## src/hw/cal_pkg.sv

```systemverilog
// Calculator common types
package cal_pkg;

    localparam int BUTTON_WIDTH = 5;
    localparam int BTN_LEFT = 0;
    localparam int BTN_RIGHT = 1;
    localparam int BTN_UP = 2;
    localparam int BTN_DOWN = 3;
    localparam int BTN_MID = 4;

    // switch bit 0 add, bit 1 sub, bit 2 mul
    localparam int SWITCH_WIDTH = 3;

    localparam int DEBOUNCE_CYCLES = 4;
    localparam int SCAN_DIV = 4;
    localparam int BCD_CYCLES = 20;

    typedef logic [3:0] digit_t;
    typedef logic [19:0] magnitude_t;
    typedef logic [2:0] stage_t;
    typedef digit_t [5:0] bcd_t;

    localparam digit_t CODE_BLANK = 4'ha;
    localparam digit_t CODE_MINUS = 4'hb;

    typedef struct packed {
        logic   sign;
        digit_t hundreds;
        digit_t tens;
        digit_t units;
    } operand_t;

    // bit order follows the BTN_* indices
    typedef struct packed {
        logic mid;
        logic down;
        logic up;
        logic right;
        logic left;
    } press_t;

    typedef struct packed {
        logic       negative;
        logic       valid;
        magnitude_t magnitude;
    } result_t;

    typedef enum logic [1:0] {op_add, op_sub, op_mul, op_none} op_sel_t;

    typedef enum logic [2:0] {
        st_input_a,
        st_input_b,
        st_execute,
        st_convert,
        st_display
    } ctrl_state_t;

    typedef enum logic [1:0] {pos_digit0, pos_digit1, pos_digit2, pos_sign} entry_pos_t;

    // active-low segments, codes 0-9 then blank and minus
    localparam logic [7:0] SEG_TABLE [12] = '{
        8'b0000_0011, 8'b1001_1111, 8'b0010_0101, 8'b0000_1101,
        8'b1001_1001, 8'b0100_1001, 8'b0100_0001, 8'b0001_1111,
        8'b0000_0001, 8'b0001_1001, 8'b1111_1111, 8'b1111_1101
    };

endpackage

```

## src/hw/cal_bin2bcd.sv

```systemverilog
// Serial binary to BCD
`timescale 1ns/1ps

module cal_bin2bcd (
    input  logic             clk,
    input  logic             arst_n,
    input  logic             cvt_start,
    input  cal_pkg::result_t result,
    output cal_pkg::bcd_t    bcd,
    output logic             cvt_done
);
    import cal_pkg::*;

    magnitude_t                    bin_q;
    bcd_t                          adj;
    logic [$clog2(BCD_CYCLES)-1:0] shift_cnt;
    logic                          busy;

    // add 3 to every digit of 5 or more before the shift
    always_comb begin
        adj = bcd;
        for (int i = 0; i < 6; i++) begin
            if (bcd[i] >= 4'd5) begin
                adj[i] = bcd[i] + 4'd3;
            end
        end
    end

    always_ff @(posedge clk) begin
        if (cvt_start) begin
            bcd   <= '0;
            bin_q <= result.valid ? result.magnitude : '0;
        end else if (busy) begin
            {bcd, bin_q} <= {adj, bin_q} << 1;
        end
    end

    // shift count, done after the last shift
    always_ff @(posedge clk or negedge arst_n) begin
        if (!arst_n) begin
            busy      <= 1'b0;
            shift_cnt <= '0;
            cvt_done  <= 1'b0;
        end else begin
            cvt_done <= 1'b0;
            if (cvt_start) begin
                busy      <= 1'b1;
                shift_cnt <= '0;
            end else if (busy) begin
                shift_cnt <= shift_cnt + 1'b1;
                if (32'(shift_cnt) == BCD_CYCLES - 1) begin
                    busy     <= 1'b0;
                    cvt_done <= 1'b1;
                end
            end
        end
    end

endmodule

```

## config.mk

```make
export PLATFORM = sky130hd
export DESIGN_NAME = cal_bin2bcd
export DESIGN_NICKNAME = d
export VERILOG_FILES = /design/src/hw/cal_pkg.sv /design/src/hw/cal_bin2bcd.sv
export SDC_FILE = /design/constraint.sdc
export NUM_CORES = 1
export LEC_CHECK = 0
export BUFFER_PORTS_ARGS = -buffer_cell sky130_fd_sc_hd__buf_4
export CAP_MARGIN = 20
export CORE_AREA = 3 3 71 73
export CTS_CLUSTER_SIZE = 12
export DETAILED_ROUTE_END_ITERATION = 16
export DIE_AREA = 0 0 74 76
export GPL_TIMING_DRIVEN = 0
export PLACE_DENSITY = 0.92
export SYNTH_ARGS = -nofsm -noshare
export SYNTH_HDL_FRONTEND = slang
export SYNTH_SLANG_ARGS = --single-unit
```

## constraint.sdc

```tcl
create_clock -name clk -period 2.7 [get_ports clk]
set_clock_uncertainty 0.15 [all_clocks]
set_input_delay 0.405 -clock clk [delete_from_list [all_inputs] [get_ports clk]]
set_output_delay 0.405 -clock clk [all_outputs]
set_load 0.005 [all_outputs]
```

==> summary.md <==
| Metric | Value |
|---|---|
| CTS HTree Levels | `2` |
| Syn_area_per_cell | `9.05 um^2` |
| IO Port Bufs | `48` |
| Yosys Warn Count | `0` |
| Largest family of logic cells by synthesized area | `compound AO/OA/AOI/OAI gates` |
| HP Start | `result[18]` |
| Peak VDD IR | `0.276 mV` |
| Total chip power | `1.53 mW` |
| N_diodes | `0` |
| Final Hold Viols | `0` |
| Sequential area share after synthesis | `48.2%` |
| Tot GR Track Use | `22.2%` |
| Critical path type | `flip-flop to flip-flop` |
| Mux contribution to synthesized area | `0.768%` |
| Routed WL | `6190 um` |
| Post-synth top cells | `36 x inv_1, 35 x o21ai_0, 30 x nand2_1` |
| Pleak | `1.28 nW` |
| Reg2reg end | `bin_q[10]` |
| Met3 Use GR | `4.88%` |
| # IOs | `50` |
| FMAX | `533 MHz` |
| Cell Rows | `24` |
| Via density | `5.75` |
| Synth Register Bits | `51` |
| Hold Path Stages | `3` |
| WHS Endpoint | `bin_q[18]` |
| RSZ-0062 raised after global routing | `false` |
| Pre-CTS setup slack | `0.827 ns` |
| Areal power density over the cells | `484 nW/um^2` |
| Crit-path max FO | `20` |
| Post-synth EDFFs | `20` |
| WP data arrival | `1.69 ns` |
| Core box area | `4410 um^2` |
| GR peak layer | `met2` |
| Post-synthesis cell type count | `34` |
| Worst EP required | `2.51 ns` |
| Die Area | `5620 um^2` |
| Final period util | `69.5%` |
| Run status | `finished, final reports clean` |
| Syn Nets | `326` |
| Slew margin rel. | `66.3%` |
| # Post-CTS Setup Buffers | `0` |
| First-pass GRT wire length | `9830 um` |
| Cell count after synthesis | `288` |
| CTS Buffer Depth | `2` |
| Met1 Use GR | `28.9%` |
| R2R setup slack | `0.82 ns` |
| Min cycle time layout | `1.88 ns` |
| Design Area, Final | `3160 um^2` |
| Setup ws final | `0.823 ns` |
| Grt met2 use | `35.4%` |
| Reg2reg start | `busy` |
| Final nets | `382` |
| Clock sink count | `51` |
| Cell Count, Final, Fillers Out | `397` |
| Post-DP HPWL | `4350 um` |
| Num CTS Buffers | `5` |
| Placed cell areas | `3030 um^2` |
| Iteration-0 DRC Markers | `211` |
| Leading area contributor after synthesis | `edfxtp_1` |
| CTS Root Cell | `clkbuf_8` |
| Fillers | `306` |
| DR pass1 iterations | `5` |
| R2R depth | `3` |
| Synth Area in Simple Gates | `15.9%` |
| Worst Setup End Kind | `flip-flop` |
| Yosys top cell area share | `23.1%` |
| Skew-Pair Late Insertion Delay | `0.31 ns` |
| Die Span X | `74 um` |
| Max Slew Vio Count | `0` |
| Global placer's final weighted congestion | `0.884` |
| Worst slew pin tran | `0.506 ns` |
| Maxcap violations | `0` |
| GRT overflow | `0` |
| CTS tree | `built` |
| Vias in the first global route | `2153` |
| Post-route ant nets | `0` |
| Synth Area in Compound Gates | `18.1%` |
| Initial antenna violation count | `0` |
| Leading cell type by number of instances after synthesis | `inv_1` |
| Synth Area in Adders | `6.24%` |
| Initial Utilization | `59.0%` |
| Top_reg_cell synth | `dfxtp_1` |
| Area delta synth->final | `21.1%` |
| Wire per inst | `15.6 um` |
| Top cells by area, synth | `edfxtp_1 23%, dfxtp_1 18%, dfrtp_1 6.7%` |
| Post-Synth XOR/XNOR Area | `3.03%` |
| Fin Setup TNS | `0 ns` |
| Residual DRC | `0` |
| Die H | `76 um` |
| Final setup fails | `0` |
| Worst-path clk slew | `0.10 ns` |
| Cells after DPL | `388` |
| Synth async-reset ratio | `13.7%` |
| Layout cells sized above 1 | `19.7%` |
| Post-Syn Area | `2600 um^2` |
| Largest net degree at the start of global routing | `21` |
| Startpoint type of the worst setup path | `flip-flop` |
| Worst min-delay path class | `primary input to flip-flop` |
| Total number of vias | `2283` |
[worst max path at each step]
stage	from	end	slack [ns]
global placement	busy	bin_q[6]	0.87
detailed placement	busy	bin_q[9]	0.83
floorplan	busy	bin_q[0]	1.09
global route	busy	bin_q[8]	0.75
finish	busy	bin_q[10]	0.82
CTS	busy	bin_q[5]	0.82
[cells by family after synthesis]
kind of cell               Yosys count
and+or+nand+nor                     84
AOI/OAI and AO/OA                   79
DFF                                 51
buffers and inverters               50
adders and majority gates           13
xor gates and xnor gates             9
muxes                                2
[state kept, by name, summed over array words and instances (netlist names)]
signal	cells
cvt_done	1
shift_cnt	5
busy	1
bcd	24
bin_q	20
[where the power goes]
group / switching, mW / internal [mW] / total (mW)
sequential: 0.0207 / 0.835 / 0.855
clock: 0.265 / 0.279 / 0.544
combinational: 0.0672 / 0.0610 / 0.128
[what timing repair did]
item	in CTS	in global routing
gates resized for setup	0	0
hold buffers	1	0
endpoints found under the hold margin	7	0
[layout make-up]
| type | count | area, um^2 | area share [%] |
|---|---|---|---|
| timing repair buffer | 49 | 370 | 11.7 |
| multi-input combinational | 187 | 1150 | 36.3 |
| inverter | 36 | 135 | 4.28 |
| sequential | 51 | 1260 | 39.8 |
| buffer | 14 | 67.6 | 2.14 |
| clock buffer | 5 | 68.8 | 2.18 |
| tap | 52 | 65.1 | 2.06 |
| clock inverter | 3 | 46.3 | 1.47 |
[layer usage]
| layer | vias up | wire length, um |
|---|---|---|
| li1 | 1115 | - |
| met1 | 1055 | 2570 |
| met2 | 96 | 3060 |
| met3 | 17 | 416 |
| met4 | 0 | 139 |
| met5 | - | 0 |
[metrics by stage]
| step | hold WS (ns) | util, % |
|---|---|---|
| floorplan | -0.0406 | - |
| global route | 0.211 | 71.5 |
| CTS | 0.209 | 71.5 |
| finish | 0.216 | 71.5 |
| global placement | 0.0729 | 68.7 |
| detailed placement | 0.0748 | 68.7 |
[placed cells by master (no fill, tap or decap), drive strengths merged, types with 8 or more instances in the layout]
cell | synthesis | routed
buf | 10 | 58
inv | 36 | 37
o21ai | 35 | 35
nand2 | 30 | 30
dfxtp | 24 | 24
edfxtp | 20 | 20
a21oi | 16 | 16
nor2 | 13 | 13
ha | 13 | 13
clkbuf | 4 | 9
nand3 | 8 | 8
[worst max-delay path: stages, from the launching register on]
cell     delay (ns)
dfrtp_1        0.45
buf_2          0.27
buf_4          0.23
or2_2          0.43
Power figures use the tool's default switching activity.
