<file path="config.mk">
export PLATFORM = sky130hd
export DESIGN_NAME = cal_button_decode
export DESIGN_NICKNAME = d
export VERILOG_FILES = /design/src/hw/cal_pkg.sv /design/src/hw/cal_button_decode.sv
export SDC_FILE = /design/constraint.sdc
export NUM_CORES = 1
export LEC_CHECK = 0
export BUFFER_PORTS_ARGS = -buffer_cell sky130_fd_sc_hd__buf_4
export CELL_PAD_IN_SITES_DETAIL_PLACEMENT = 1
export CELL_PAD_IN_SITES_GLOBAL_PLACEMENT = 1
export CORE_MARGIN = 5
export CORE_UTILIZATION = 45
export CTS_CLUSTER_DIAMETER = 40
export DETAILED_ROUTE_END_ITERATION = 8
export PLACE_DENSITY_LB_ADDON = 0.1
export SKIP_LAST_GASP = 1
export SLEW_MARGIN = 20
export SYNTH_ARGS = -nofsm -noshare
export SYNTH_HDL_FRONTEND = slang
export SYNTH_SLANG_ARGS = --single-unit
export TNS_END_PERCENT = 30
</file>
<file path="constraint.sdc">
create_clock -name clk -period 1.45 [get_ports clk]
set_clock_uncertainty 0.05 [all_clocks]
set_input_delay 0.0725 -clock clk [delete_from_list [all_inputs] [get_ports clk]]
set_output_delay 0.0725 -clock clk [all_outputs]
set_load 0.03 [all_outputs]
</file>
<file path="src/hw/cal_pkg.sv">
// Calculator common types
package cal_pkg;

    localparam int BUTTON_WIDTH = 5;
    localparam int BTN_LEFT = 0;
    localparam int BTN_RIGHT = 1;
    localparam int BTN_UP = 2;
    localparam int BTN_DOWN = 3;
    localparam int BTN_MID = 4;

    // switch bit 0 add, bit 1 sub, bit 2 mul
    localparam int SWITCH_WIDTH = 3;

    localparam int DEBOUNCE_CYCLES = 4;
    localparam int SCAN_DIV = 4;
    localparam int BCD_CYCLES = 20;

    typedef logic [3:0] digit_t;
    typedef logic [19:0] magnitude_t;
    typedef logic [2:0] stage_t;
    typedef digit_t [5:0] bcd_t;

    localparam digit_t CODE_BLANK = 4'ha;
    localparam digit_t CODE_MINUS = 4'hb;

    typedef struct packed {
        logic   sign;
        digit_t hundreds;
        digit_t tens;
        digit_t units;
    } operand_t;

    // bit order follows the BTN_* indices
    typedef struct packed {
        logic mid;
        logic down;
        logic up;
        logic right;
        logic left;
    } press_t;

    typedef struct packed {
        logic       negative;
        logic       valid;
        magnitude_t magnitude;
    } result_t;

    typedef enum logic [1:0] {op_add, op_sub, op_mul, op_none} op_sel_t;

    typedef enum logic [2:0] {
        st_input_a,
        st_input_b,
        st_execute,
        st_convert,
        st_display
    } ctrl_state_t;

    typedef enum logic [1:0] {pos_digit0, pos_digit1, pos_digit2, pos_sign} entry_pos_t;

    // active-low segments, codes 0-9 then blank and minus
    localparam logic [7:0] SEG_TABLE [12] = '{
        8'b0000_0011, 8'b1001_1111, 8'b0010_0101, 8'b0000_1101,
        8'b1001_1001, 8'b0100_1001, 8'b0100_0001, 8'b0001_1111,
        8'b0000_0001, 8'b0001_1001, 8'b1111_1111, 8'b1111_1101
    };

endpackage

</file>
<file path="src/hw/cal_button_decode.sv">
// Button debounce and qualify
`timescale 1ns/1ps

module cal_button_decode (
    input  logic                             clk,
    input  logic                             arst_n,
    input  logic [cal_pkg::BUTTON_WIDTH-1:0] board_button,
    output cal_pkg::press_t                  press
);
    import cal_pkg::*;

    logic [BUTTON_WIDTH-1:0]            btn_sync;
    logic [BUTTON_WIDTH-1:0]            pressed;
    logic [BUTTON_WIDTH-1:0]            rise;
    logic [BUTTON_WIDTH-1:0]            qual;
    logic [$clog2(DEBOUNCE_CYCLES)-1:0] stable_cnt [BUTTON_WIDTH];

    // sync, then a level change must hold for DEBOUNCE_CYCLES
    always_ff @(posedge clk or negedge arst_n) begin
        if (!arst_n) begin
            btn_sync <= '0;
            pressed  <= '0;
            for (int i = 0; i < BUTTON_WIDTH; i++) begin
                stable_cnt[i] <= '0;
            end
        end else begin
            btn_sync <= board_button;
            for (int i = 0; i < BUTTON_WIDTH; i++) begin
                if (btn_sync[i] == pressed[i]) begin
                    stable_cnt[i] <= '0;
                end else if (32'(stable_cnt[i]) == DEBOUNCE_CYCLES - 1) begin
                    stable_cnt[i] <= '0;
                    pressed[i]    <= btn_sync[i];
                end else begin
                    stable_cnt[i] <= stable_cnt[i] + 1'b1;
                end
            end
        end
    end

    // buttons about to turn pressed, lowest index wins
    always_comb begin
        logic lower;
        lower = 1'b0;
        for (int i = 0; i < BUTTON_WIDTH; i++) begin
            rise[i] = btn_sync[i] & ~pressed[i] & (32'(stable_cnt[i]) == DEBOUNCE_CYCLES - 1);
            qual[i] = rise[i] & ~lower;
            lower   = lower | rise[i];
        end
    end

    always_ff @(posedge clk or negedge arst_n) begin
        if (!arst_n) begin
            press <= '0;
        end else begin
            press.left  <= qual[BTN_LEFT];
            press.right <= qual[BTN_RIGHT];
            press.up    <= qual[BTN_UP];
            press.down  <= qual[BTN_DOWN];
            press.mid   <= qual[BTN_MID];
        end
    end

endmodule

</file>
==> out/results.txt <==
The initial core utilization came out at 48.6%. 12 I/O pins were placed. Setup repair after global routing could not meet its margin everywhere. The layout-stage area growth over the synthesis result was 21.9%. Endpoint of the lowest-slack register-to-register path: pressed[0]. The top cell type by area accounts for 64.4% of the synthesized area. The number of optimization iterations in the first detailed-route pass was 4; the part of the total power dissipated in combinational logic was 30.5%.

Total power for the finished layout comes to 1.86 mW. After synthesis, the cell types taking the most area are sky130_fd_sc_hd__dfrtp_1, sky130_fd_sc_hd__ha_1, sky130_fd_sc_hd__mux2_2, sky130_fd_sc_hd__nor2b_1, sky130_fd_sc_hd__nor3_1. The number of nets in the synthesized netlist is 85. Sequential elements use 64.4% of the synthesized area. The kind of cell adding the most delay to the critical path is flip-flops. The category of the most critical setup path is flip-flop to flip-flop.

The number of max-cap violations is 0, and the arrival time reported for the critical path endpoint is 1.59 ns. Walking the worst path, the cells encountered are ha_1 -> and2b_2 -> mux2_2. The root buffer cell chosen for the clock tree is sky130_fd_sc_hd__clkbuf_4. The die covers 3190 µm². Setup total negative slack on the finished layout was measured at 0 ns.

The clock insertion delay at the later pin of the skew report is 0.31 ns, and the post-route worst setup slack is 0.0240 ns. For this design the static power due to leakage is 0.602 nW. The finished cells cover 1180 µm². The initialized floorplan defines 16 standard-cell rows. Among all flip-flop cells after synthesis, the most frequent one is sky130_fd_sc_hd__dfrtp_1. The flow ran to the end, and the final reports show no timing, DRC or antenna violations. STA puts the critical path data required time at 1.62 ns.

The final cycle utilization of the critical path is 98.3%. In this run the horizontal extent of the chip is 56.5 µm. For this run, design rule violations remaining after detail routing come to 0. The tools report the initial antenna violation count as 0. The number of global-route vias before repair came out at 642.

Clock-pin transition on the worst setup and hold timing paths: 0.13 ns. Counting tap cells, the placed design contains a total of 107 instances. In the synthesized netlist the async set-or-reset flop fraction comes to 100%.

The total buffers and inverters traversed by the critical path is 0, and the share of the core filled with cells is 59.2%. The area taken by flip-flops and latches came out at 626 µm². TritonCTS built the clock tree.

The tools report the max-slew violation total from the final report as 0. The detailed placer's ending HPWL came out at 1130 µm. The total number of vias is 586. In the final routed layout, each cell accounts on average for 14.1 µm. In this run the worst setup path begins at btn_sync[0].

The measured slew at the worst slew-check pin came out at 0.345 ns. The number of clock buffers inserted by TritonCTS was 3; the post-synthesis instance area was 972 µm². The total number of nets in the final design was 108; the proportion of power drawn by the clock network was 16.4%. The total area inside the core boundary comes to 2000 µm².

Setup violations remaining at the end of the flow were counted as 0. The total of flip-flops plus latches after synthesis came out at 25. The die is 56.5 µm tall. Counting every instance in the synthesized netlist gives 68. The mean number of vias per cell was 5.01; the tightest slew margin relative to the limit was 77.0%. Each instance of the synthesized netlist takes up on average 14.3 µm².

Hold timing on the final database bottoms out at a slack of 0.124 ns. During placement, the flow inserted port buffers numbering 11. The worst slack after detailed placement came out at 0.0386 ns. The count of unique library cells instantiated by Yosys was 15; the count of final hold-check violations was 0. The Yosys step of the flow raised 0 warnings. In this run the post-CTS setup repair buffer count came out at 0.

The number of sinks on the clock net was 25; the timing-limited maximum frequency was 701 MHz. 0 antenna diodes ended up in the layout. The tools report the internal cell power as 1.30 mW.

The cell with the biggest individual delay on the critical path was sky130_fd_sc_hd__dfrtp_1. The logs give 2 for the largest buffer count on any clock path and 0.561 mW for the switching power. Counting I/O delays and the setup requirement, the final critical path takes 1.43 ns. The finished layout holds 117 standard cells, fillers aside. The first global-routing pass estimated 2920 µm of wire. In the final layout, the share of cells above drive strength 1 is 26.7%. Power spread over the standard cell area amounts to 1570 nW/µm².

The count of nets left with antenna violations once routing finished came out at 0. The run gives 0.649 as the final estimated routing congestion in global placement. The count of H-tree levels built during CTS is 1, and the maximum fanout along the worst path is 3. STA classifies the critical path endpoint as a flip-flop.

For this run, the slowest stage of the critical path takes 0.40 ns. The cell depth of the worst flop-to-flop path came out at 3. In this run the worst hold path is classified as primary input to asynchronous set/reset pin. The tools report the total wirelength of the detailed-routed design as 1650 µm.

The most common cell in the synthesized netlist is sky130_fd_sc_hd__dfrtp_1. The tools report the beginning of the worst register-to-register path as btn_sync[0]. Yosys mapped a number of flops with a built-in enable equal to 0. Net switching is 30.1% of the power. In the final layout, the multi-input gates occupy 330 µm². Registers are responsible for 53.1% of the overall power. For this run, the total global-route usage over all layers was measured as 12.0%. Entering global routing, the biggest net connects 26 pins.

The layout has 209 filler cells. The worst setup path is launched from a flip-flop. The run gives 5 as the initial DRC count. In this run the worst setup path terminates at pressed[0]. The synthesized design spends more area on one cell type than any other, namely sky130_fd_sc_hd__dfrtp_1. The critical path runs through a total of 3 cells. For flop-to-flop paths, the worst setup slack is 0.02 ns.

IR analysis of the VDD net gives a maximum drop of 0.000801 V. The run gives 0 as the global route total overflow. Sorting the synthesized cells by how often they occur yields sky130_fd_sc_hd__dfrtp_1, sky130_fd_sc_hd__ha_1, sky130_fd_sc_hd__nor2b_1. The area of placed instances was 1100 µm².
how the worst min path moves through the flow:
stage,cells past startpoint,end,slack [ns]
final,2,pressed[0],0.12
after detailed placement,1,btn_sync[0],-0.06
after floorplan,0,btn_sync[0],-0.27
after CTS,2,pressed[0],0.13
after global routing,2,btn_sync[0],0.14
after global placement,1,pressed[0],-0.06
layout make-up:
type / instances / share of cell area [%]
sequential: 25 / 52.8
multi-input combinational: 38 / 27.9
timing repair buffer: 18 / 12.7
tap: 27 / 2.85
clock buffer: 4 / 2.22
inverter: 5 / 1.58
registers in the layout (all words and copies together), names as in the netlist:
register	count
stable_cnt	10
press	5
btn_sync	5
pressed	5
power groups by stage:
stage	Clock, mW	Combinational, mW	Sequential, mW
floorplan	0	0.373	0.998
CTS	0.318	0.582	0.990
global route	0.350	0.658	1.01
detailed placement	0	0.551	1.01
finish	0.305	0.569	0.988
global placement	0	0.516	0.988
what timing repair did:
| action | 4_1_cts | 5_1_grt |
|---|---|---|
| setup endpoints to repair | 0 | 3 |
| hold buffers | 6 | 0 |
| resized for setup | 0 | 1 |
| endpoints found under the hold margin | 30 | 0 |
cells by family (layout without fill, tap and decap cells):
| kind of cell | after synthesis | after routing | share of synthesized area (%) |
|---|---|---|---|
| DFF | 25 | 25 | 64.4 |
| and+or+nand+nor | 22 | 22 | 14.0 |
| adders and majority gates | 10 | 10 | 12.9 |
| muxes | 5 | 5 | 5.79 |
| buffers and inverters | 5 | 27 | 1.93 |
| AOI/OAI and AO/OA | 1 | 1 | 1.03 |
cells in the final DEF, fill, tap and decap left out, types with 2 or more instances in the layout:
cell type / netlist / routed
sky130_fd_sc_hd__nor3_1: 5 / 5
sky130_fd_sc_hd__inv_1: 5 / 5
sky130_fd_sc_hd__clkbuf_4: 0 / 3
sky130_fd_sc_hd__dlygate4sd3_1: 0 / 6
sky130_fd_sc_hd__nand2_1: 2 / 2
sky130_fd_sc_hd__dfrtp_1: 25 / 25
sky130_fd_sc_hd__buf_4: 0 / 12
sky130_fd_sc_hd__ha_1: 10 / 9
sky130_fd_sc_hd__mux2_2: 5 / 5
sky130_fd_sc_hd__nor2b_1: 8 / 8
routing by layer:
layer | GRT usage, % | share of wire [%] | vias up
li1 | - | - | 273
met1 | 14.3 | 42 | 303
met2 | 20.3 | 54 | 8
met3 | 2.29 | 3.8 | 2
met4 | 6.10 | 0.79 | 0
met5 | 0 | 0 | -
No activity file was read; power rests on OpenSTA's default activity.
