[src/hw/cal_pkg.sv]
// Calculator common types
package cal_pkg;

    localparam int BUTTON_WIDTH = 5;
    localparam int BTN_LEFT = 0;
    localparam int BTN_RIGHT = 1;
    localparam int BTN_UP = 2;
    localparam int BTN_DOWN = 3;
    localparam int BTN_MID = 4;

    // switch bit 0 add, bit 1 sub, bit 2 mul
    localparam int SWITCH_WIDTH = 3;

    localparam int DEBOUNCE_CYCLES = 4;
    localparam int SCAN_DIV = 4;
    localparam int BCD_CYCLES = 20;

    typedef logic [3:0] digit_t;
    typedef logic [19:0] magnitude_t;
    typedef logic [2:0] stage_t;
    typedef digit_t [5:0] bcd_t;

    localparam digit_t CODE_BLANK = 4'ha;
    localparam digit_t CODE_MINUS = 4'hb;

    typedef struct packed {
        logic   sign;
        digit_t hundreds;
        digit_t tens;
        digit_t units;
    } operand_t;

    // bit order follows the BTN_* indices
    typedef struct packed {
        logic mid;
        logic down;
        logic up;
        logic right;
        logic left;
    } press_t;

    typedef struct packed {
        logic       negative;
        logic       valid;
        magnitude_t magnitude;
    } result_t;

    typedef enum logic [1:0] {op_add, op_sub, op_mul, op_none} op_sel_t;

    typedef enum logic [2:0] {
        st_input_a,
        st_input_b,
        st_execute,
        st_convert,
        st_display
    } ctrl_state_t;

    typedef enum logic [1:0] {pos_digit0, pos_digit1, pos_digit2, pos_sign} entry_pos_t;

    // active-low segments, codes 0-9 then blank and minus
    localparam logic [7:0] SEG_TABLE [12] = '{
        8'b0000_0011, 8'b1001_1111, 8'b0010_0101, 8'b0000_1101,
        8'b1001_1001, 8'b0100_1001, 8'b0100_0001, 8'b0001_1111,
        8'b0000_0001, 8'b0001_1001, 8'b1111_1111, 8'b1111_1101
    };

endpackage

[src/hw/cal_control.sv]
// Calculator main sequencer
`timescale 1ns/1ps

module cal_control (
    input  logic                             clk,
    input  logic                             arst_n,
    input  cal_pkg::press_t                  press,
    input  logic [cal_pkg::SWITCH_WIDTH-1:0] board_switches,
    input  logic                             exec_done,
    input  cal_pkg::result_t                 result,
    input  logic                             cvt_done,
    output cal_pkg::ctrl_state_t             state,
    output logic                             capture_a,
    output logic                             capture_b,
    output logic                             entry_clear,
    output logic                             exec_start,
    output logic                             cvt_start,
    output cal_pkg::stage_t                  stage,
    output logic [cal_pkg::SWITCH_WIDTH-1:0] op_switches,
    output logic                             exe_done,
    output cal_pkg::stage_t                  display_stage
);
    import cal_pkg::*;

    stage_t stage_count;
    logic   last_stage;

    // short or invalid results fit on one screen
    assign stage_count = (!result.valid || result.magnitude < 20'd1000) ? 3'd1 : 3'd2;
    assign last_stage  = (stage == stage_count - 3'd1);

    assign capture_a   = (state == st_input_a) && press.mid;
    assign capture_b   = (state == st_input_b) && press.mid;
    assign entry_clear = (state == st_display) && press.mid && last_stage;

    assign exe_done      = (state == st_display);
    assign display_stage = stage + 3'd1;

    always_ff @(posedge clk or negedge arst_n) begin
        if (!arst_n) begin
            state       <= st_input_a;
            stage       <= '0;
            op_switches <= '0;
            exec_start  <= 1'b0;
            cvt_start   <= 1'b0;
        end else begin
            exec_start <= capture_b;
            cvt_start  <= 1'b0;
            case (state)
                st_input_a: begin
                    if (press.mid) begin
                        state <= st_input_b;
                    end
                end
                st_input_b: begin
                    if (press.mid) begin
                        state       <= st_execute;
                        op_switches <= board_switches;
                    end
                end
                st_execute: begin
                    if (exec_done) begin
                        state     <= st_convert;
                        cvt_start <= 1'b1;
                    end
                end
                st_convert: begin
                    if (cvt_done) begin
                        state <= st_display;
                        stage <= '0;
                    end
                end
                st_display: begin
                    if (press.mid && last_stage) begin
                        state <= st_input_a;
                        stage <= '0;
                    end else if (press.mid) begin
                        stage <= stage + 3'd1;
                    end
                end
                default: state <= st_input_a;
            endcase
        end
    end

endmodule

[config.mk]
export PLATFORM = sky130hd
export DESIGN_NAME = cal_control
export DESIGN_NICKNAME = d
export VERILOG_FILES = /design/src/hw/cal_pkg.sv /design/src/hw/cal_control.sv
export SDC_FILE = /design/constraint.sdc
export NUM_CORES = 1
export LEC_CHECK = 0
export BUFFER_PORTS_ARGS = -buffer_cell sky130_fd_sc_hd__buf_2
export CORE_MARGIN = 8
export CORE_UTILIZATION = 41
export DETAILED_ROUTE_END_ITERATION = 7
export PLACE_DENSITY = 0.93
export SLEW_MARGIN = 20
export SYNTH_ARGS = -nofsm -noshare
export SYNTH_HDL_FRONTEND = slang
export SYNTH_SLANG_ARGS = --single-unit
[constraint.sdc]
create_clock -name clk -period 3.7 [get_ports clk]
set_clock_uncertainty 0.2 [all_clocks]
set_input_delay 0.185 -clock clk [delete_from_list [all_inputs] [get_ports clk]]
set_output_delay 0.185 -clock clk [all_outputs]
set_load 0.03 [all_outputs]
==> metrics.md, run 1 <==
| Metric | Value |
|---|---|
| Die boundary height | about 56 um |
| # hold bufs at CTS | 5 |
| # diodes | 0 |
| Final Wtd Congestion | between 0.7 and 0.8 |
| Commonest cells after routing, fill and taps aside | buf_2 (43), dfrtp_1 (11), nand2_1 (6) |
| Yosys cell types | 31 |
| Slew margin rel. | 63.7% |
| Synth Register Bits | 11 |
| Yosys warning count | 0 |
| Port-buffer cells | 43 |
| Skew-Pair Late Insertion Delay | about 0.28 ns |
| Clk slew on worst S/H paths | ~0.070 ns |
| Clk buf depth | 2 |
| Gr usage total | 13.3% |
| Period utilization | 57.4% |
| Max Slew Vio Count | 0 |
| Power Density | ~630 nW/um^2 |
| Slowest cell delay on critical path | around 0.55 ns |
| Number of global-route vias before repair | 745 |
| Dpl hpwl | around 1600 um |
| Post-synth top flop | dfrtp_1 |
| Num CTS Buffers | 3 |
| Post-CTS setup buffer count | 0 |
| Critical path's slowest cell | nor4b_2 |
| Area growth, synth to finish | 44.5% |
| First-pass GRT wire length | roughly 3400 um |
| CTS root buffer | clkbuf_4 |
| Count of final hold-check violations | 0 |
| Largest net degree at the start of global routing | 12 |
| WL/cell | roughly 16 um |
| Cell count after synthesis | 68 |
| Post-CTS sizing | 0 |
| H-tree levels | 1 |
| Mean Syn Cell Area | between 9 and 10 um^2 |
| I/O pin count | 52 |
| DR vias/cell | approximately 5.3 |
| Final TNS setup | 0 ns |
| Initial antenna violation count | 0 |
| Asr flop ratio synth | 100% |
| Max frequency | ~470 MHz |
| Critical-path cell list | inv_1, nor4b_2, buf_2 |
| Via Count | between 700 and 800 |
| Total die area | around 3200 um^2 |
| Worst Tran Pin Value | between 0.5 and 0.6 ns |
| Layout cells sized above 1 | roughly 45% |
| Initial DRT Pass Iterations | 4 |
| Final min period | about 2.1 ns |
| Worst EP arrival | approximately 1.7 ns |
| Leakage | 0.499 nW |
| GR Util met2 | between 20% and 30% |
| Nets | between 150 and 200 |
| Post-route ant nets | 0 |
| Starting Density | between 40% and 50% |
| Finish-stage setup viols | 0 |
| Iter 0 DRT Violations | 17 |
| Die Wd | between 50 and 60 um |
| Clk sinks | 11 |
| GRT busiest layer | met2 |
| Worst IR Drop VDD | about 0.00036 V |
| Seq/Total Area, Yosys | 41.3% |
| Post-synth EDFFs | 0 |
| Worst Path Max Fanout | 7 |
| GR Util met3 | under 10% |
| Remaining DRCs | 0 |
| CTS tree | yes |
| RSZ-0062 raised after global routing | false |
| Worst Setup Path Type | flop to output pin |
| Core Util, Final | 63.2% |
| Worst Path Required | 3.31 ns |
| Status | finished, final reports clean |
| Core region area | between 1500 and 2000 um^2 |
| Total of max-cap violations | 0 |
| Routed WL | between 2000 and 2500 um |
| Most common cell after layout, fill and taps aside | buf_2 |
| Net count after synthesis | around 100 |
| Worst min path class | primary input to flop |
| Routing usage on met1 | between 10% and 20% |
| CP startpoint kind | flop |
| Global route total overflow | 0 |
| Rows | 14 |
| Cell area after synthesis | approximately 670 um^2 |
| Critical Path Sink Type | output pin |
[report_power, final]
| part | internal [mW] | total (mW) | leakage (nW) | switching [mW] |
|---|---|---|---|---|
| clock | 0.0419 | 0.0858 | 0.0150 | 0.0439 |
| combinational | 0.116 | 0.315 | 0.342 | 0.200 |
| sequential | 0.160 | 0.209 | 0.143 | 0.0498 |
| total | 0.317 | 0.610 | 0.499 | 0.293 |
[state kept, by name, summed over array words and instances (netlist names)]
signal / count
stage: 3
op_switches: 3
state: 3
cvt_start: 1
exec_start: 1
[area by class of cell]
cell class	instances	area, um^2
clock buffer	4	26.3
fill	130	561
inverter	2	7.51
multi-input combinational	53	369
sequential	11	275
tap	16	20.0
timing repair buffer	48	265
[metrics by stage]
stage | power, mW | hold slack [ns] | instance area, um^2 | setup WS (ns) | cells
floorplan | 0.437 | -0.311 | 667 | 1.34 | 68
global placement | 0.512 | -0.143 | 887 | 1.74 | 125
detailed placement | 0.523 | -0.133 | 887 | 1.70 | 125
CTS | 0.612 | 0.0173 | 963 | 1.57 | 134
global route | 0.643 | 0.0161 | 963 | 1.43 | 134
finish | 0.610 | 0.0217 | 963 | 1.58 | 134
[worst max-delay path: cells and delay by family (launching register included)]
kind / cells / cell delay, ns
buf+inv: 2 / 0.43
flops: 1 / 0.48
simple gates: 1 / 0.55
[Yosys cell counts, types with 2 or more instances]
cell type	n	area, um^2
dfrtp_1	11	275
nand2_1	6	22.5
nor2_1	5	18.8
nand2b_1	4	25.0
o21ai_0	4	20.0
mux2_2	3	33.8
nand3_1	3	15.0
nor3b_1	3	22.5
a21oi_1	2	10.0
and3_1	2	12.5
buf_4	2	15.0
inv_1	2	7.51
nand3b_1	2	15.0
nor4_1	2	12.5
[kinds of logic (layout without fill, tap and decap cells)]
family / after synthesis / count (layout) / share of synthesized area (%)
mux: 4 / 4 / 6.57
compound gates: 12 / 12 / 12.2
buf+inv: 4 / 54 / 3.38
flops: 11 / 11 / 41.3
xor+xnor: 2 / 2 / 2.63
fa+ha+maj: 1 / 1 / 1.88
simple gates: 34 / 34 / 32.1
[metal layers]
layer,part of all wire [%],vias to the layer above
li1,-,347
met1,35,338
met2,57,23
met3,5.6,4
met4,1.7,0
met5,0,-
[worst paths after layout]
check / start / to / slack [ns] / depth (start not counted)
worst min register to register: op_switches[2]$_DFFE_PN0P_ / op_switches[2]$_DFFE_PN0P_ / 0.30 / 1
worst max-delay path: state[0]$_DFFE_PN0P_ / capture_b / 1.58 / 3
min in group asynchronous: arst_n / exec_start$_DFF_PN0_ / 0.11 / 2
worst max register to register: state[2]$_DFFE_PN0P_ / stage[2]$_DFFE_PN0P_ / 1.63 / 5
max in group asynchronous: arst_n / op_switches[1]$_DFFE_PN0P_ / 2.99 / 2
worst min-delay path: press[4] / state[1]$_DFFE_PN0P_ / 0.02 / 3
(Power assumes the default switching activity.)
==> run 2: changes to the inputs <==
--- a/config.mk
+++ b/config.mk
@@ -5,11 +5,12 @@
 export SDC_FILE = /design/constraint.sdc
 export NUM_CORES = 1
 export LEC_CHECK = 0
+export ABC_AREA = 1
 export BUFFER_PORTS_ARGS = -buffer_cell sky130_fd_sc_hd__buf_2
 export CORE_MARGIN = 8
-export CORE_UTILIZATION = 41
+export CORE_UTILIZATION = 34
 export DETAILED_ROUTE_END_ITERATION = 7
-export PLACE_DENSITY = 0.93
+export PLACE_DENSITY = 0.84
 export SLEW_MARGIN = 20
 export SYNTH_ARGS = -nofsm -noshare
 export SYNTH_HDL_FRONTEND = slang
==> constraint.sdc (replaced) <==
create_clock -name clk -period 1.8 [get_ports clk]
set_clock_uncertainty 0.2 [all_clocks]
set_input_delay 0.09 -clock clk [delete_from_list [all_inputs] [get_ports clk]]
set_output_delay 0.09 -clock clk [all_outputs]
set_load 0.03 [all_outputs]
==> run 2 against run 1 <==
Effect of this change: sequential power up 110%; die area up 12%; routed wire length down 9.7%; utilization down 9.5 points; critical path type unchanged.
==> metrics.md, run 2 <==
| Metric | Value |
|---|---|
| Status | finished, final reports clean |
| Sw Ratio | about 52% |
| Post-synth top area share | roughly 42% |
| Post-synth EDFFs | 0 |
| Largest net degree at the start of global routing | 12 |
| Number of global-route vias before repair | between 700 and 800 |
| Count leader, synth | nand2_1 |
| Logic pwr share | 58.0% |
| Gr usage total | between 10% and 20% |
| RSZ-0062 raised after global routing | false |
| Fin area | ~1000 um^2 |
| Critical Path Sink Type | output pin |
| Die Wd | about 60 um |
| Max frequency | just over 600 MHz |
| Final min period | approximately 1.6 ns |
| Cell count after synthesis | between 80 and 90 |
| Worst min path class | primary input to asynchronous set/reset pin |
| Post-route ant nets | 0 |
| DR vias/cell | about 4.5 |
| Die boundary height | about 60 um |
| Yosys top cell by area | dfrtp_1 |
| Area growth, synth to finish | 55.7% |
| Worst Path Required | about 1.5 ns |
| Leakage | roughly 0.56 nW |
| Power Internal | about 0.7 mW |
| Remaining DRCs | 0 |
| Critical path's slowest cell | dfrtp_2 |
| # diodes | 0 |
| Yosys warning count | 0 |
| Iter 0 DRT Violations | 14 |
| Max Slew Vio Count | 0 |
| Commonest cells after routing, fill and taps aside | buf_2 (42), nand2_1 (29), nor2_1 (14) |
| Clk sinks | 11 |
| Worst IR Drop VDD | 0.000821 V |
| Initial antenna violation count | 0 |
| Port-buffer cells | 43 |
| Final WS setup | about 0.15 ns |
| Critical-path cell list | inv_1, nand2_1, nor2_1, inv_2, nor2_4, buf_6 |
| Worst Setup Path Type | flop to output pin |
| CTS tree | yes |
| Final Wtd Congestion | ~0.78 |
| Core region area | approximately 1900 um^2 |
| CTS root buffer | clkbuf_4 |
| Finish-stage setup viols | 0 |
| Most common cell after layout, fill and taps aside | buf_2 |
| Slowest cell delay on critical path | 0.45 ns |
| Seq pwr share | a little under a third |
| P_sw | 0.739 mW |
| Skew-Pair Late Insertion Delay | around 0.26 ns |
| First-pass GRT wire length | slightly above 3000 um |
| Period utilization | between 90% and 100% |
| Rows | 16 |
| WL/cell | 11.4 um |
| Post-Place Cell Area | just over 900 um^2 |
| Net count after synthesis | 123 |
| Via Count | ~750 |
| Routed WL | roughly 1900 um |
| Total of max-cap violations | 0 |
| Worst Tran Pin Value | 0.287 ns |
| Mean Syn Cell Area | 7.38 um^2 |
| Global route total overflow | 0 |
| Cell area after synthesis | 649 um^2 |
| Nets | roughly 180 |
| Worst EP arrival | between 1 and 1.5 ns |
| Worst Path Max Fanout | 6 |
| Slew margin rel. | between 80% and 90% |
| CP startpoint kind | flop |
| Initial DRT Pass Iterations | 4 |
| Hold_ws | around 0.019 ns |
| I/O pin count | 52 |
| Clk buf depth | 2 |
| Asr flop ratio synth | between 90% and 100% |
| R2R depth | 8 |
| Final TNS setup | 0 ns |
| Total die area | between 3000 and 4000 um^2 |
| Clk network pwr share | between 10% and 20% |
| Commonest cells post-synth | nand2_1 (29), nor2_1 (14), dfrtp_1 (11), inv_2 (6) |
| H-tree levels | 1 |
| Layout cells sized above 1 | between 40% and 50% |
| Count of final hold-check violations | 0 |
| Seq/Total Area, Yosys | 42.4% |
| Post-CTS setup buffer count | 0 |
| Top flop regs | op_switches x3, stage x3, state x3 |
| Yosys cell types | 20 |
| Synth Register Bits | 11 |
| Pre-CTS setup slack | between 0.2 and 0.25 ns |
| Dpl hpwl | between 1500 and 2000 um |
| Num CTS Buffers | 3 |
| Starting Density | between 30% and 40% |
| Power Density | 1410 nW/um^2 |
| Ranking of synthesized cells by area | dfrtp_1 (42%), nand2_1 (17%), nor2_1 (8.1%) |
| Clk slew on worst S/H paths | 0.07 ns |
| Post-synth top flop | dfrtp_1 |
==> run 2: cell count changes in the layout (fill, tap and decap cells not counted), moves of 4 or more <==
cell	previous run	this run
inv_2	0	6
nand2_1	6	29
nand2b_1	4	0
nor2_1	5	14
o21ai_0	4	0
o21ai_1	0	4
==> run 2: power by group through the flow <==
stage | Sequential (mW) | Clock (mW) | Combinational [mW]
CTS | 0.432 | 0.168 | 0.814
detailed placement | 0.436 | 0 | 0.803
finish | 0.434 | 0.164 | 0.826
global placement | 0.433 | 0 | 0.784
floorplan | 0.591 | 0 | 0.418
global route | 0.452 | 0.186 | 0.914
==> run 2: kinds of logic after synthesis <==
logic type / share of synthesized area (%)
AO/OA/AOI/OAI: 5.78
XOR/XNOR: 1.35
adder cells (fa/ha/maj): 1.93
buffers and inverters: 5.78
flip-flops: 42.4
AND/OR/NAND/NOR: 42.8
==> run 2: final timing paths <==
kind | from | endpoint | slack (ns)
setup / recovery | state[2]$_DFFE_PN0P_ | capture_b | 0.15
hold / removal | arst_n | op_switches[0]$_DFFE_PN0P_ | 0.02
setup reg to reg | state[1]$_DFFE_PN0P_ | stage[1]$_DFFE_PN0P_ | 0.22
hold reg to reg | op_switches[1]$_DFFE_PN0P_ | op_switches[1]$_DFFE_PN0P_ | 0.27
max in group asynchronous | arst_n | state[2]$_DFFE_PN0P_ | 1.17
min in group clk | cvt_done | state[2]$_DFFE_PN0P_ | 0.07
==> run 2: layer usage <==
| metal | share of wire [%] | GRT usage [%] |
|---|---|---|
| met4 | 0 | 3.74 |
| met2 | 57 | 20.5 |
| met5 | 0 | 0 |
| met1 | 39 | 11.7 |
| met3 | 4.4 | 2.80 |
==> run 2: final cells by class <==
cell class | count | area (um^2)
flip-flops and latches | 11 | 277
inverters | 10 | 37.5
fillers | 188 | 871
well taps | 27 | 33.8
clock buffers | 4 | 26.3
repair buffers | 49 | 282
multi-input cells | 67 | 355
==> run 2: timing repair <==
| item | in CTS | in global routing |
|---|---|---|
| setup endpoints to repair | 0 | 1 |
| resized for setup | 0 | 5 |
| hold buffers | 6 | 0 |
| hold endpoints to repair | 17 | 0 |
==> run 2: critical path, delay by kind of cell (launching register included) <==
| family | cells | cell delay (ns) |
|---|---|---|
| DFF | 1 | 0.45 |
| and+or+nand+nor | 3 | 0.33 |
| buffers and inverters | 3 | 0.32 |
==> run 2: through the flow <==
stage	util (%)	instances	power, mW
5_1_grt	53.7	168	1.55
3_5_place_dp	48.5	158	1.24
3_3_place_gp	48.5	158	1.22
4_1_cts	53.1	168	1.41
6_report	53.7	168	1.42
2_1_floorplan	-	88	1.01
