**src/hw/cal_pkg.sv**
```systemverilog
// Calculator common types
package cal_pkg;

    localparam int BUTTON_WIDTH = 5;
    localparam int BTN_LEFT = 0;
    localparam int BTN_RIGHT = 1;
    localparam int BTN_UP = 2;
    localparam int BTN_DOWN = 3;
    localparam int BTN_MID = 4;

    // switch bit 0 add, bit 1 sub, bit 2 mul
    localparam int SWITCH_WIDTH = 3;

    localparam int DEBOUNCE_CYCLES = 4;
    localparam int SCAN_DIV = 4;
    localparam int BCD_CYCLES = 20;

    typedef logic [3:0] digit_t;
    typedef logic [19:0] magnitude_t;
    typedef logic [2:0] stage_t;
    typedef digit_t [5:0] bcd_t;

    localparam digit_t CODE_BLANK = 4'ha;
    localparam digit_t CODE_MINUS = 4'hb;

    typedef struct packed {
        logic   sign;
        digit_t hundreds;
        digit_t tens;
        digit_t units;
    } operand_t;

    // bit order follows the BTN_* indices
    typedef struct packed {
        logic mid;
        logic down;
        logic up;
        logic right;
        logic left;
    } press_t;

    typedef struct packed {
        logic       negative;
        logic       valid;
        magnitude_t magnitude;
    } result_t;

    typedef enum logic [1:0] {op_add, op_sub, op_mul, op_none} op_sel_t;

    typedef enum logic [2:0] {
        st_input_a,
        st_input_b,
        st_execute,
        st_convert,
        st_display
    } ctrl_state_t;

    typedef enum logic [1:0] {pos_digit0, pos_digit1, pos_digit2, pos_sign} entry_pos_t;

    // active-low segments, codes 0-9 then blank and minus
    localparam logic [7:0] SEG_TABLE [12] = '{
        8'b0000_0011, 8'b1001_1111, 8'b0010_0101, 8'b0000_1101,
        8'b1001_1001, 8'b0100_1001, 8'b0100_0001, 8'b0001_1111,
        8'b0000_0001, 8'b0001_1001, 8'b1111_1111, 8'b1111_1101
    };

endpackage

```
**src/hw/cal_seven_seg.sv**
```systemverilog
// Seven-segment display driver
`timescale 1ns/1ps

module cal_seven_seg (
    input  logic                 clk,
    input  logic                 arst_n,
    input  cal_pkg::ctrl_state_t state,
    input  cal_pkg::stage_t      stage,
    input  cal_pkg::operand_t    cur_entry,
    input  cal_pkg::result_t     result,
    input  cal_pkg::bcd_t        bcd,
    output logic [3:0]           digit_ctrl,
    output logic [7:0]           digit_seg
);
    import cal_pkg::*;

    logic [$clog2(SCAN_DIV)-1:0] scan_cnt;
    logic [1:0]                  pos_cnt;
    digit_t [3:0]                shown;
    digit_t                      code;
    digit_t                      sign_code;
    logic                        high_part;
    logic                        blank_all;

    // scan divider, position 0 is rightmost
    always_ff @(posedge clk or negedge arst_n) begin
        if (!arst_n) begin
            scan_cnt <= '0;
            pos_cnt  <= '0;
        end else if (32'(scan_cnt) == SCAN_DIV - 1) begin
            scan_cnt <= '0;
            pos_cnt  <= pos_cnt + 2'd1;
        end else begin
            scan_cnt <= scan_cnt + 1'b1;
        end
    end

    always_comb begin
        sign_code = result.negative ? CODE_MINUS : CODE_BLANK;
        high_part = (bcd[5] != 4'd0) || (bcd[4] != 4'd0) || (bcd[3] != 4'd0);
        if (state == st_input_a || state == st_input_b) begin
            shown = {cur_entry.sign ? CODE_MINUS : CODE_BLANK,
                     cur_entry.hundreds, cur_entry.tens, cur_entry.units};
        end else if (stage == 3'd0 && high_part) begin
            shown = {sign_code, bcd[5], bcd[4], bcd[3]};
        end else if (stage == 3'd0) begin
            shown = {sign_code, bcd[2], bcd[1], bcd[0]};
        end else begin
            // low half of a two-stage result
            shown = {CODE_BLANK, bcd[2], bcd[1], bcd[0]};
        end
    end

    assign blank_all = (state == st_execute) || (state == st_convert) ||
                       ((state == st_display) && !result.valid);
    assign digit_ctrl = blank_all ? 4'b1111 : ~(4'b0001 << pos_cnt);

    assign code      = shown[pos_cnt];
    assign digit_seg = (code <= CODE_MINUS) ? SEG_TABLE[code] : SEG_TABLE[CODE_BLANK];

endmodule

```
**config.mk**
```make
export PLATFORM = sky130hd
export DESIGN_NAME = cal_seven_seg
export DESIGN_NICKNAME = d
export VERILOG_FILES = /design/src/hw/cal_pkg.sv /design/src/hw/cal_seven_seg.sv
export SDC_FILE = /design/constraint.sdc
export NUM_CORES = 1
export LEC_CHECK = 0
export ABC_CLOCK_PERIOD_IN_PS = 3150
export BUFFER_PORTS_ARGS = -buffer_cell sky130_fd_sc_hd__buf_2
export CAP_MARGIN = 10
export CORE_ASPECT_RATIO = 0.7
export CORE_MARGIN = 2
export CORE_UTILIZATION = 42
export DETAILED_ROUTE_END_ITERATION = 7
export GPL_ROUTABILITY_DRIVEN = 0
export PLACE_DENSITY = 0.92
export SKIP_CTS_REPAIR_TIMING = 1
export SYNTH_ARGS = -nofsm -noshare
export SYNTH_HDL_FRONTEND = slang
export SYNTH_SLANG_ARGS = --single-unit
```
**constraint.sdc**
```tcl
create_clock -name clk -period 3.15 [get_ports clk]
set_clock_uncertainty 0.1 [all_clocks]
set_input_delay 0.1575 -clock clk [delete_from_list [all_inputs] [get_ports clk]]
set_output_delay 0.1575 -clock clk [all_outputs]
set_load 0.02 [all_outputs]
```
==> results.cfg, run 1 <==
[floorplan]
io_pins = 79
die_width_um = 67.3
row_count = 16
fp.dieH_um = 48.3
initial_core_util_pct = 43.2
dieArea_um2 = 3250
fp.coreArea_um2 = 2720

[cts]
clk_path_buf_depth = 2
ctsRootBufferMaster = clkbuf_8
numClockSinks = 4
h-tree-depth = 1
path_clk_slew_ns = 0.03
cts_made_buffers = 3
tritoncts = built
clock_latency_ns = 0.21

[synth]
synthFlopType = dfrtp_1
ys.warnings.count = 0
synth_cell_types = 50
synthAdderAreaFrac_pct = 11.7
synth_area_per_cell_um2 = 8.72
async_flop_share_pct = 100
synthMuxAreaShare_pct = 10.1
synth_compound_area_share_pct = 30.7
yosysTopAreaCell = ha_1
synthCells = 135
synth_top_family_by_area = compound AO/OA/AOI/OAI gates
synthesis.nets = 213
synth_area_um2 = 1180
synthTopCellsByArea = ha_1, dfrtp_1, nor4_4
ys_seq_elements = 4
synthTopCellsByCount = ha_1, inv_1, nand2_1
yosysMostFrequentCell = ha_1
yosysSeqAreaShare_pct = 8.50
synth-edff-count = 0
synth_top_cell_area_share_pct = 11.7
synth-xor-area-share_pct = 0.744
yosys.area_share.simple_pct = 29.6

[worst_setup_path]
cp-start-kind = flip-flop
crit_path_max_fanout = 12
cp-end-kind = primary output
crit_arrival_ns = 2.61
ff2ff_path_depth = 4
crit_type = flip-flop to primary output
crit_required_ns = 2.89

[grt]
grt_pass1_wl_um = 4780
grtUsageTotal_pct = 19.2
grt_overflow = 0
antenna_found_initial = 0
grt_max_degree = 16
grt_pass1_vias = 1069

[timing]
finalWorstSetupSlack_ns = 0.284
fin_setup_tns_ns = 0
maxSlewHeadroom_pct = 64.3
min_period_ns = 2.87
worst_pin_slew_ns = 0.530
finalCritPeriodShare_pct = 91.0
drv_slew = 0
grt_setup_unrepaired = no
finalHoldViolCount = 0
clock.fmax_mhz = 349
setup_violations = 0

[routing]
drtIter0Drc = 74
drc = 0
vias = 1309
wirelength_um = 3240
drt_pre_antenna_iters = 4
ant_nets = 0
drt-vias-per-instance = 5.69
wl_per_cell_um = 14.1

[power]
leakagePower_nw = 0.684
p_comb_share_pct = 54.1
p_per_area_nw_per_um2 = 224
power_frac_clock_pct = 31.1
swShare_pct = 38.2
internal_power_w = 0.000216
p_sw_w = 0.000134
seqPwrFrac_pct = 14.8
ir_drop_v = 0.000104
fin_total_pwr_w = 0.000350

[run]
cap_viol_max_count = 0

[outcome]
outcome = finished clean

[layout]
final_cell_count_no_fill = 230
drive_gt1_share_pct = 44.8
stdcell_area_um2 = 1560
area_growth_pct = 32.4
final_nets = 274
n_antenna_cell = 0

[placed_design]
placed_area_um2 = 1500
port_buffers = 57
hpwlAfterDp_um = 2690
dp.cells = 226
dp_slack_ns = 0.335

[hold_path]
hp-class = input pin to asynchronous set/reset pin
==> state kept, by name, indices dropped and copies added, names as in the netlist <==
register	count
pos_cnt	2
scan_cnt	2
==> final cells by class <==
cell class	instances	area, um2
Tap cell	36	45.0
Inverter	8	30.0
Fill cell	255	1160
Clock buffer	3	41.3
Sequential cell	4	101
Timing Repair Buffer	66	355
Multi-Input combinational cell	113	986
==> cell families after synthesis <==
group / count (synthesis)
fa+ha+maj: 11
buf+inv: 18
flops: 4
simple gates: 48
other cells: 1
compound gates: 41
mux: 11
xor+xnor: 1
==> worst paths after layout <==
kind	slack, ns	from	endpoint
worst max-delay path	0.28	pos_cnt[0]	digit_seg[3]
worst min-delay path	0.19	arst_n	pos_cnt[1]
worst max register to register	1.75	pos_cnt[1]	pos_cnt[1]
worst min register to register	0.33	scan_cnt[0]	scan_cnt[0]
max in group asynchronous	2.63	arst_n	pos_cnt[0]
min in group clk	0.33	scan_cnt[0]	scan_cnt[0]
==> power by group through the flow <==
stage	clock network [W]	logic, W	registers [W]
5_1_grt	0.000113	0.000206	0.0000517
6_report	0.000109	0.000189	0.0000517
3_5_place_dp	0	0.000186	0.0000523
2_1_floorplan	0	0.000116	0.0000523
4_1_cts	0.000108	0.000187	0.0000517
3_3_place_gp	0	0.000181	0.0000523
==> layout by cell type (no fill, tap or decap), types with 4 or more instances in the layout <==
master / synthesis / layout
a211oi_1: 6 / 6
buf_4: 2 / 8
inv_1: 8 / 8
a21oi_1: 6 / 6
nor4_1: 7 / 6
nand3_1: 5 / 5
nand2_1: 8 / 8
buf_2: 6 / 57
mux2i_1: 7 / 7
ha_1: 11 / 11
nor2_1: 6 / 6
nor4_4: 4 / 4
==> worst max-delay path, cell delays in order, from the launching register on <==
cell and delay (ns):
dfrtp_2 0.48, buf_4 0.23, mux2_2 0.37, o31ai_4 0.24, a21o_1 0.38, nand2_1 0.17, o311a_1 0.36, buf_2 0.16
==> stage by stage <==
| stage | hold slack [ns] | utilization (%) |
|---|---|---|
| after floorplan | -0.238 | - |
| after global placement | -0.138 | 55.1 |
| after detailed placement | -0.134 | 55.1 |
| after CTS | -0.358 | 56.6 |
| after global routing | 0.192 | 57.3 |
| final | 0.191 | 57.3 |
==> metal layers <==
metal  GRT usage [%]  share of wire, %  up-vias
met2            32.1                47       50
met1            27.8                46      617
met4            2.45                 0        0
li1                -                 -      642
met3            2.08               7.6        0
met5               0                 0        -
No activity file was read; power rests on OpenSTA's default activity.
==> run 2, diff against run 1 <==
- CORE_UTILIZATION: 42 -> 43
- CTS_BUF_LIST: default -> sky130_fd_sc_hd__clkbuf_8
- PLACE_DENSITY: 0.92 -> 0.93
==> results.cfg, run 2 (synthesized netlist as in run 1, its figures left out) <==
[floorplan]
fp.coreArea_um2 = 2530
io_pins = 79
initial_core_util_pct = 46.5
die_width_um = 66.5
dieArea_um2 = 3180
row_count = 15
fp.dieH_um = 47.8

[run]
cap_viol_max_count = 0

[timing]
min_period_ns = 2.92
drv_slew = 0
finalHoldViolCount = 0
worst_pin_slew_ns = 0.469
maxSlewHeadroom_pct = 68.0
finalWorstSetupSlack_ns = 0.226
grt_setup_unrepaired = no
clock.fmax_mhz = 342
finalCritPeriodShare_pct = 92.8
setup_violations = 0
fin_setup_tns_ns = 0

[routing]
drc = 0
vias = 1362
ant_nets = 0
drt_pre_antenna_iters = 4
drt-vias-per-instance = 6.00
drtIter0Drc = 62
wl_per_cell_um = 15.5
wirelength_um = 3520

[worst_setup_path]
ff2ff_path_depth = 4
r2r-end = pos_cnt[1]
crit_arrival_ns = 2.67
cp-end-kind = primary output
crit_required_ns = 2.89
crit_type = flip-flop to primary output
cp-start-kind = flip-flop
max_stage_delay_ns = 0.50
crit_chain = buf_4 > a2111oi_0 > a21oi_1 > a32o_1 > ha_1 > nor4_2 > a211oi_1 > buf_2
crit_path_start = pos_cnt[0]
cp_slowest_cell = a2111oi_0
crit_path_max_fanout = 8
reg2reg_setup_slack_ns = 1.71
r2r_start = pos_cnt[1]

[layout]
area_growth_pct = 31.5
stdcell_area_um2 = 1550
final_nets = 273
n_antenna_cell = 0
final_cell_mix = buf_2, ha_1, inv_1, nand2_1
layout_top_registers = pos_cnt x2, scan_cnt x2
drive_gt1_share_pct = 44.0
final_common_cell = buf_2
utilization_pct = 61.1

[outcome]
outcome = finished clean

[placed_design]
port_buffers = 57
hpwlAfterDp_um = 2910
placed_area_um2 = 1490
dp_slack_ns = 0.204

[grt]
grt_overflow = 0
grtUsageTotal_pct = 23.1
grt_max_degree = 16
grt_pass1_wl_um = 5490
grt_pass1_vias = 1197
antenna_found_initial = 0

[power]
fin_total_pwr_w = 0.000347
ir_drop_v = 0.000301
leakagePower_nw = 0.681
p_per_area_nw_per_um2 = 224

[cts]
clk_path_buf_depth = 2
cts_made_buffers = 3
clock_latency_ns = 0.21
ctsRootBufferMaster = clkbuf_8
numClockSinks = 4
tritoncts = built
h-tree-depth = 1
path_clk_slew_ns = 0.03

[hold_path]
hp-class = input pin to asynchronous set/reset pin
==> run 2: per-layer routing <==
layer / global-route usage (%) / wire length [um] / up-vias
li1: - / - / 641
met4: 8.16 / 52 / 0
met5: 0 / 0 / -
met3: 4.71 / 322 / 8
met1: 30.3 / 1450 / 648
met2: 38.8 / 1690 / 65
==> run 2: cell type report <==
class | count | area (um2)
tap | 34 | 42.5
inverter | 8 | 30.0
multi-input combinational | 113 | 986
timing repair buffer | 65 | 348
sequential | 4 | 100
clock buffer | 3 | 41.3
fill | 206 | 986
==> run 2: power by group <==
group	switching [W]	internal, W
sequential	0	0.0000518
combinational	0.000109	0.0000823
clock	0.0000233	0.0000812
total	0.000132	0.000215
==> run 2: metrics by stage <==
stage | std cells | hold WS, ns
final | 227 | 0.182
after CTS | 226 | -0.357
after detailed placement | 223 | -0.132
after global placement | 223 | -0.134
after floorplan | 135 | -0.238
after global routing | 227 | 0.205
==> run 2: critical path: cells and delay by family (launching register included) <==
kind                       cells  cell delay (ns)
AOI/OAI and AO/OA              4             0.97
DFF                            1             0.46
adders and majority gates      1             0.24
and+or+nand+nor                1             0.39
buffers and inverters          2             0.39
==> run 2: worst max-delay path by stage <==
| stage | endpoint | cells after the start | slack (ns) |
|---|---|---|---|
| global placement | digit_seg[7] | 10 | 0.34 |
| CTS | digit_seg[7] | 8 | 0.14 |
| finish | digit_seg[7] | 8 | 0.23 |
| detailed placement | digit_seg[7] | 10 | 0.20 |
| global route | digit_seg[3] | 11 | 0.04 |
| floorplan | digit_seg[7] | 9 | 0.47 |
==> run 3, diff against run 2 <==
- CORE_ASPECT_RATIO: 0.7 -> default
==> results.cfg, run 3 (synthesized netlist as in run 1, its figures left out) <==
[run]
cap_viol_max_count = 0

[routing]
drtIter0Drc = 41
drt-vias-per-instance = 5.90
drc = 0
ant_nets = 0
drt_pre_antenna_iters = 4
wl_per_cell_um = 14.7
wirelength_um = 3250
vias = 1310

[timing]
clock.fmax_mhz = 334
finalHoldViolCount = 0
grt_setup_unrepaired = no
min_period_ns = 3.00
setup_violations = 0
finalCritPeriodShare_pct = 95.1
drv_slew = 0
fin_setup_tns_ns = 0

[outcome]
outcome = finished clean

[power]
ir_drop_v = 0.000241
leakagePower_nw = 0.675
p_per_area_nw_per_um2 = 226
fin_total_pwr_w = 0.000346

[worst_setup_path]
crit_required_ns = 2.89
cp-end-kind = primary output
crit_family = compound AO/OA/AOI/OAI gates
crit_path_max_fanout = 12
cp-start-kind = flip-flop
crit_chain = buf_4 > mux2_2 > o31ai_4 > a21o_1 > nand2_1 > o311a_1 > buf_2
max_stage_delay_ns = 0.53
reg2reg_setup_slack_ns = 1.71
cp_slowest_cell = dfrtp_1
timing.critical_path.buf_inv = 2
crit_arrival_ns = 2.74
r2r-end = pos_cnt[1]
r2r_start = pos_cnt[0]
crit_type = flip-flop to primary output
ff2ff_path_depth = 5

[floorplan]
row_count = 18
dieArea_um2 = 3170
io_pins = 79
fp.coreArea_um2 = 2540
initial_core_util_pct = 46.3
die_width_um = 56.3
fp.dieH_um = 56.3

[grt]
antenna_found_initial = 0
grt_pass1_vias = 1211
grt_pass1_wl_um = 5380
grtUsageTotal_pct = 20.7
grt_max_degree = 16
grt_overflow = 0

[layout]
area_growth_pct = 29.9
drive_gt1_share_pct = 43.2
final_common_cell = buf_2
layout_top_registers = pos_cnt x2, scan_cnt x2
final_cell_mix = buf_2, ha_1, inv_1, nand2_1
final_nets = 272
final_cell_count_no_fill = 222
n_antenna_cell = 0

[cts]
clk_path_buf_depth = 2
h-tree-depth = 1
clock_latency_ns = 0.22
tritoncts = built
ctsRootBufferMaster = clkbuf_8
cts_made_buffers = 3
numClockSinks = 4
path_clk_slew_ns = 0.03

[placed_design]
port_buffers = 57
dp.cells = 218
hpwlAfterDp_um = 2630

[hold_path]
hp-class = input pin to asynchronous set/reset pin
## run 3: cell types whose count changed in the layout (fill, tap and decap cells not counted), sizes merged
cell | previous run | this run
buf | 64 | 63
## run 3: worst max path at each step
stage	startpoint	cells past startpoint	to	slack (ns)
final	pos_cnt[0]	7	digit_seg[3]	0.15
after CTS	pos_cnt[0]	9	digit_seg[7]	0.18
after global routing	pos_cnt[0]	9	digit_seg[7]	0.009
after global placement	stage[1]	10	digit_seg[7]	0.35
after detailed placement	stage[1]	10	digit_seg[7]	0.32
after floorplan	pos_cnt[0]	9	digit_seg[7]	0.47
## run 3: layout make-up
class	count	area [um2]
fill	227	1020
clock buffer	3	41.3
tap	30	37.5
sequential	4	100
timing repair buffer	64	340
inverter	8	30.0
multi-input combinational	113	980
## run 3: per-stage QoR
step | hold slack (ns) | util [%] | setup slack (ns) | area [um2]
after global placement | -0.135 | 58.1 | 0.348 | 1480
after floorplan | -0.238 | - | 0.471 | 1180
after detailed placement | -0.133 | 58.1 | 0.321 | 1480
final | 0.180 | 60.1 | 0.154 | 1530
after global routing | 0.198 | 60.1 | 0.00912 | 1530
after CTS | -0.363 | 59.7 | 0.182 | 1520
## run 3: power breakdown
group           total, W  switching, W  internal (W)
clock network   0.000108     0.0000262     0.0000814
logic           0.000186      0.000105     0.0000809
registers      0.0000518             0     0.0000518
total           0.000346      0.000132      0.000214
## run 3: routing by layer
metal	global-route usage, %	up-vias	share of wire [%]	wire, um
met5	0	-	0	0
met4	5.44	0	1.2	40
met3	3.00	4	8.6	281
met2	33.6	75	47	1520
met1	28.6	592	43	1410
li1	-	639	-	-
## run 3: worst reg2reg max path, stage by stage, from the launching register on
cell and delay [ns]:
dfrtp_1 0.53, inv_1 0.10, buf_4 0.18, ha_1 0.29
nand2_1 0.06, o21ai_0 0.07
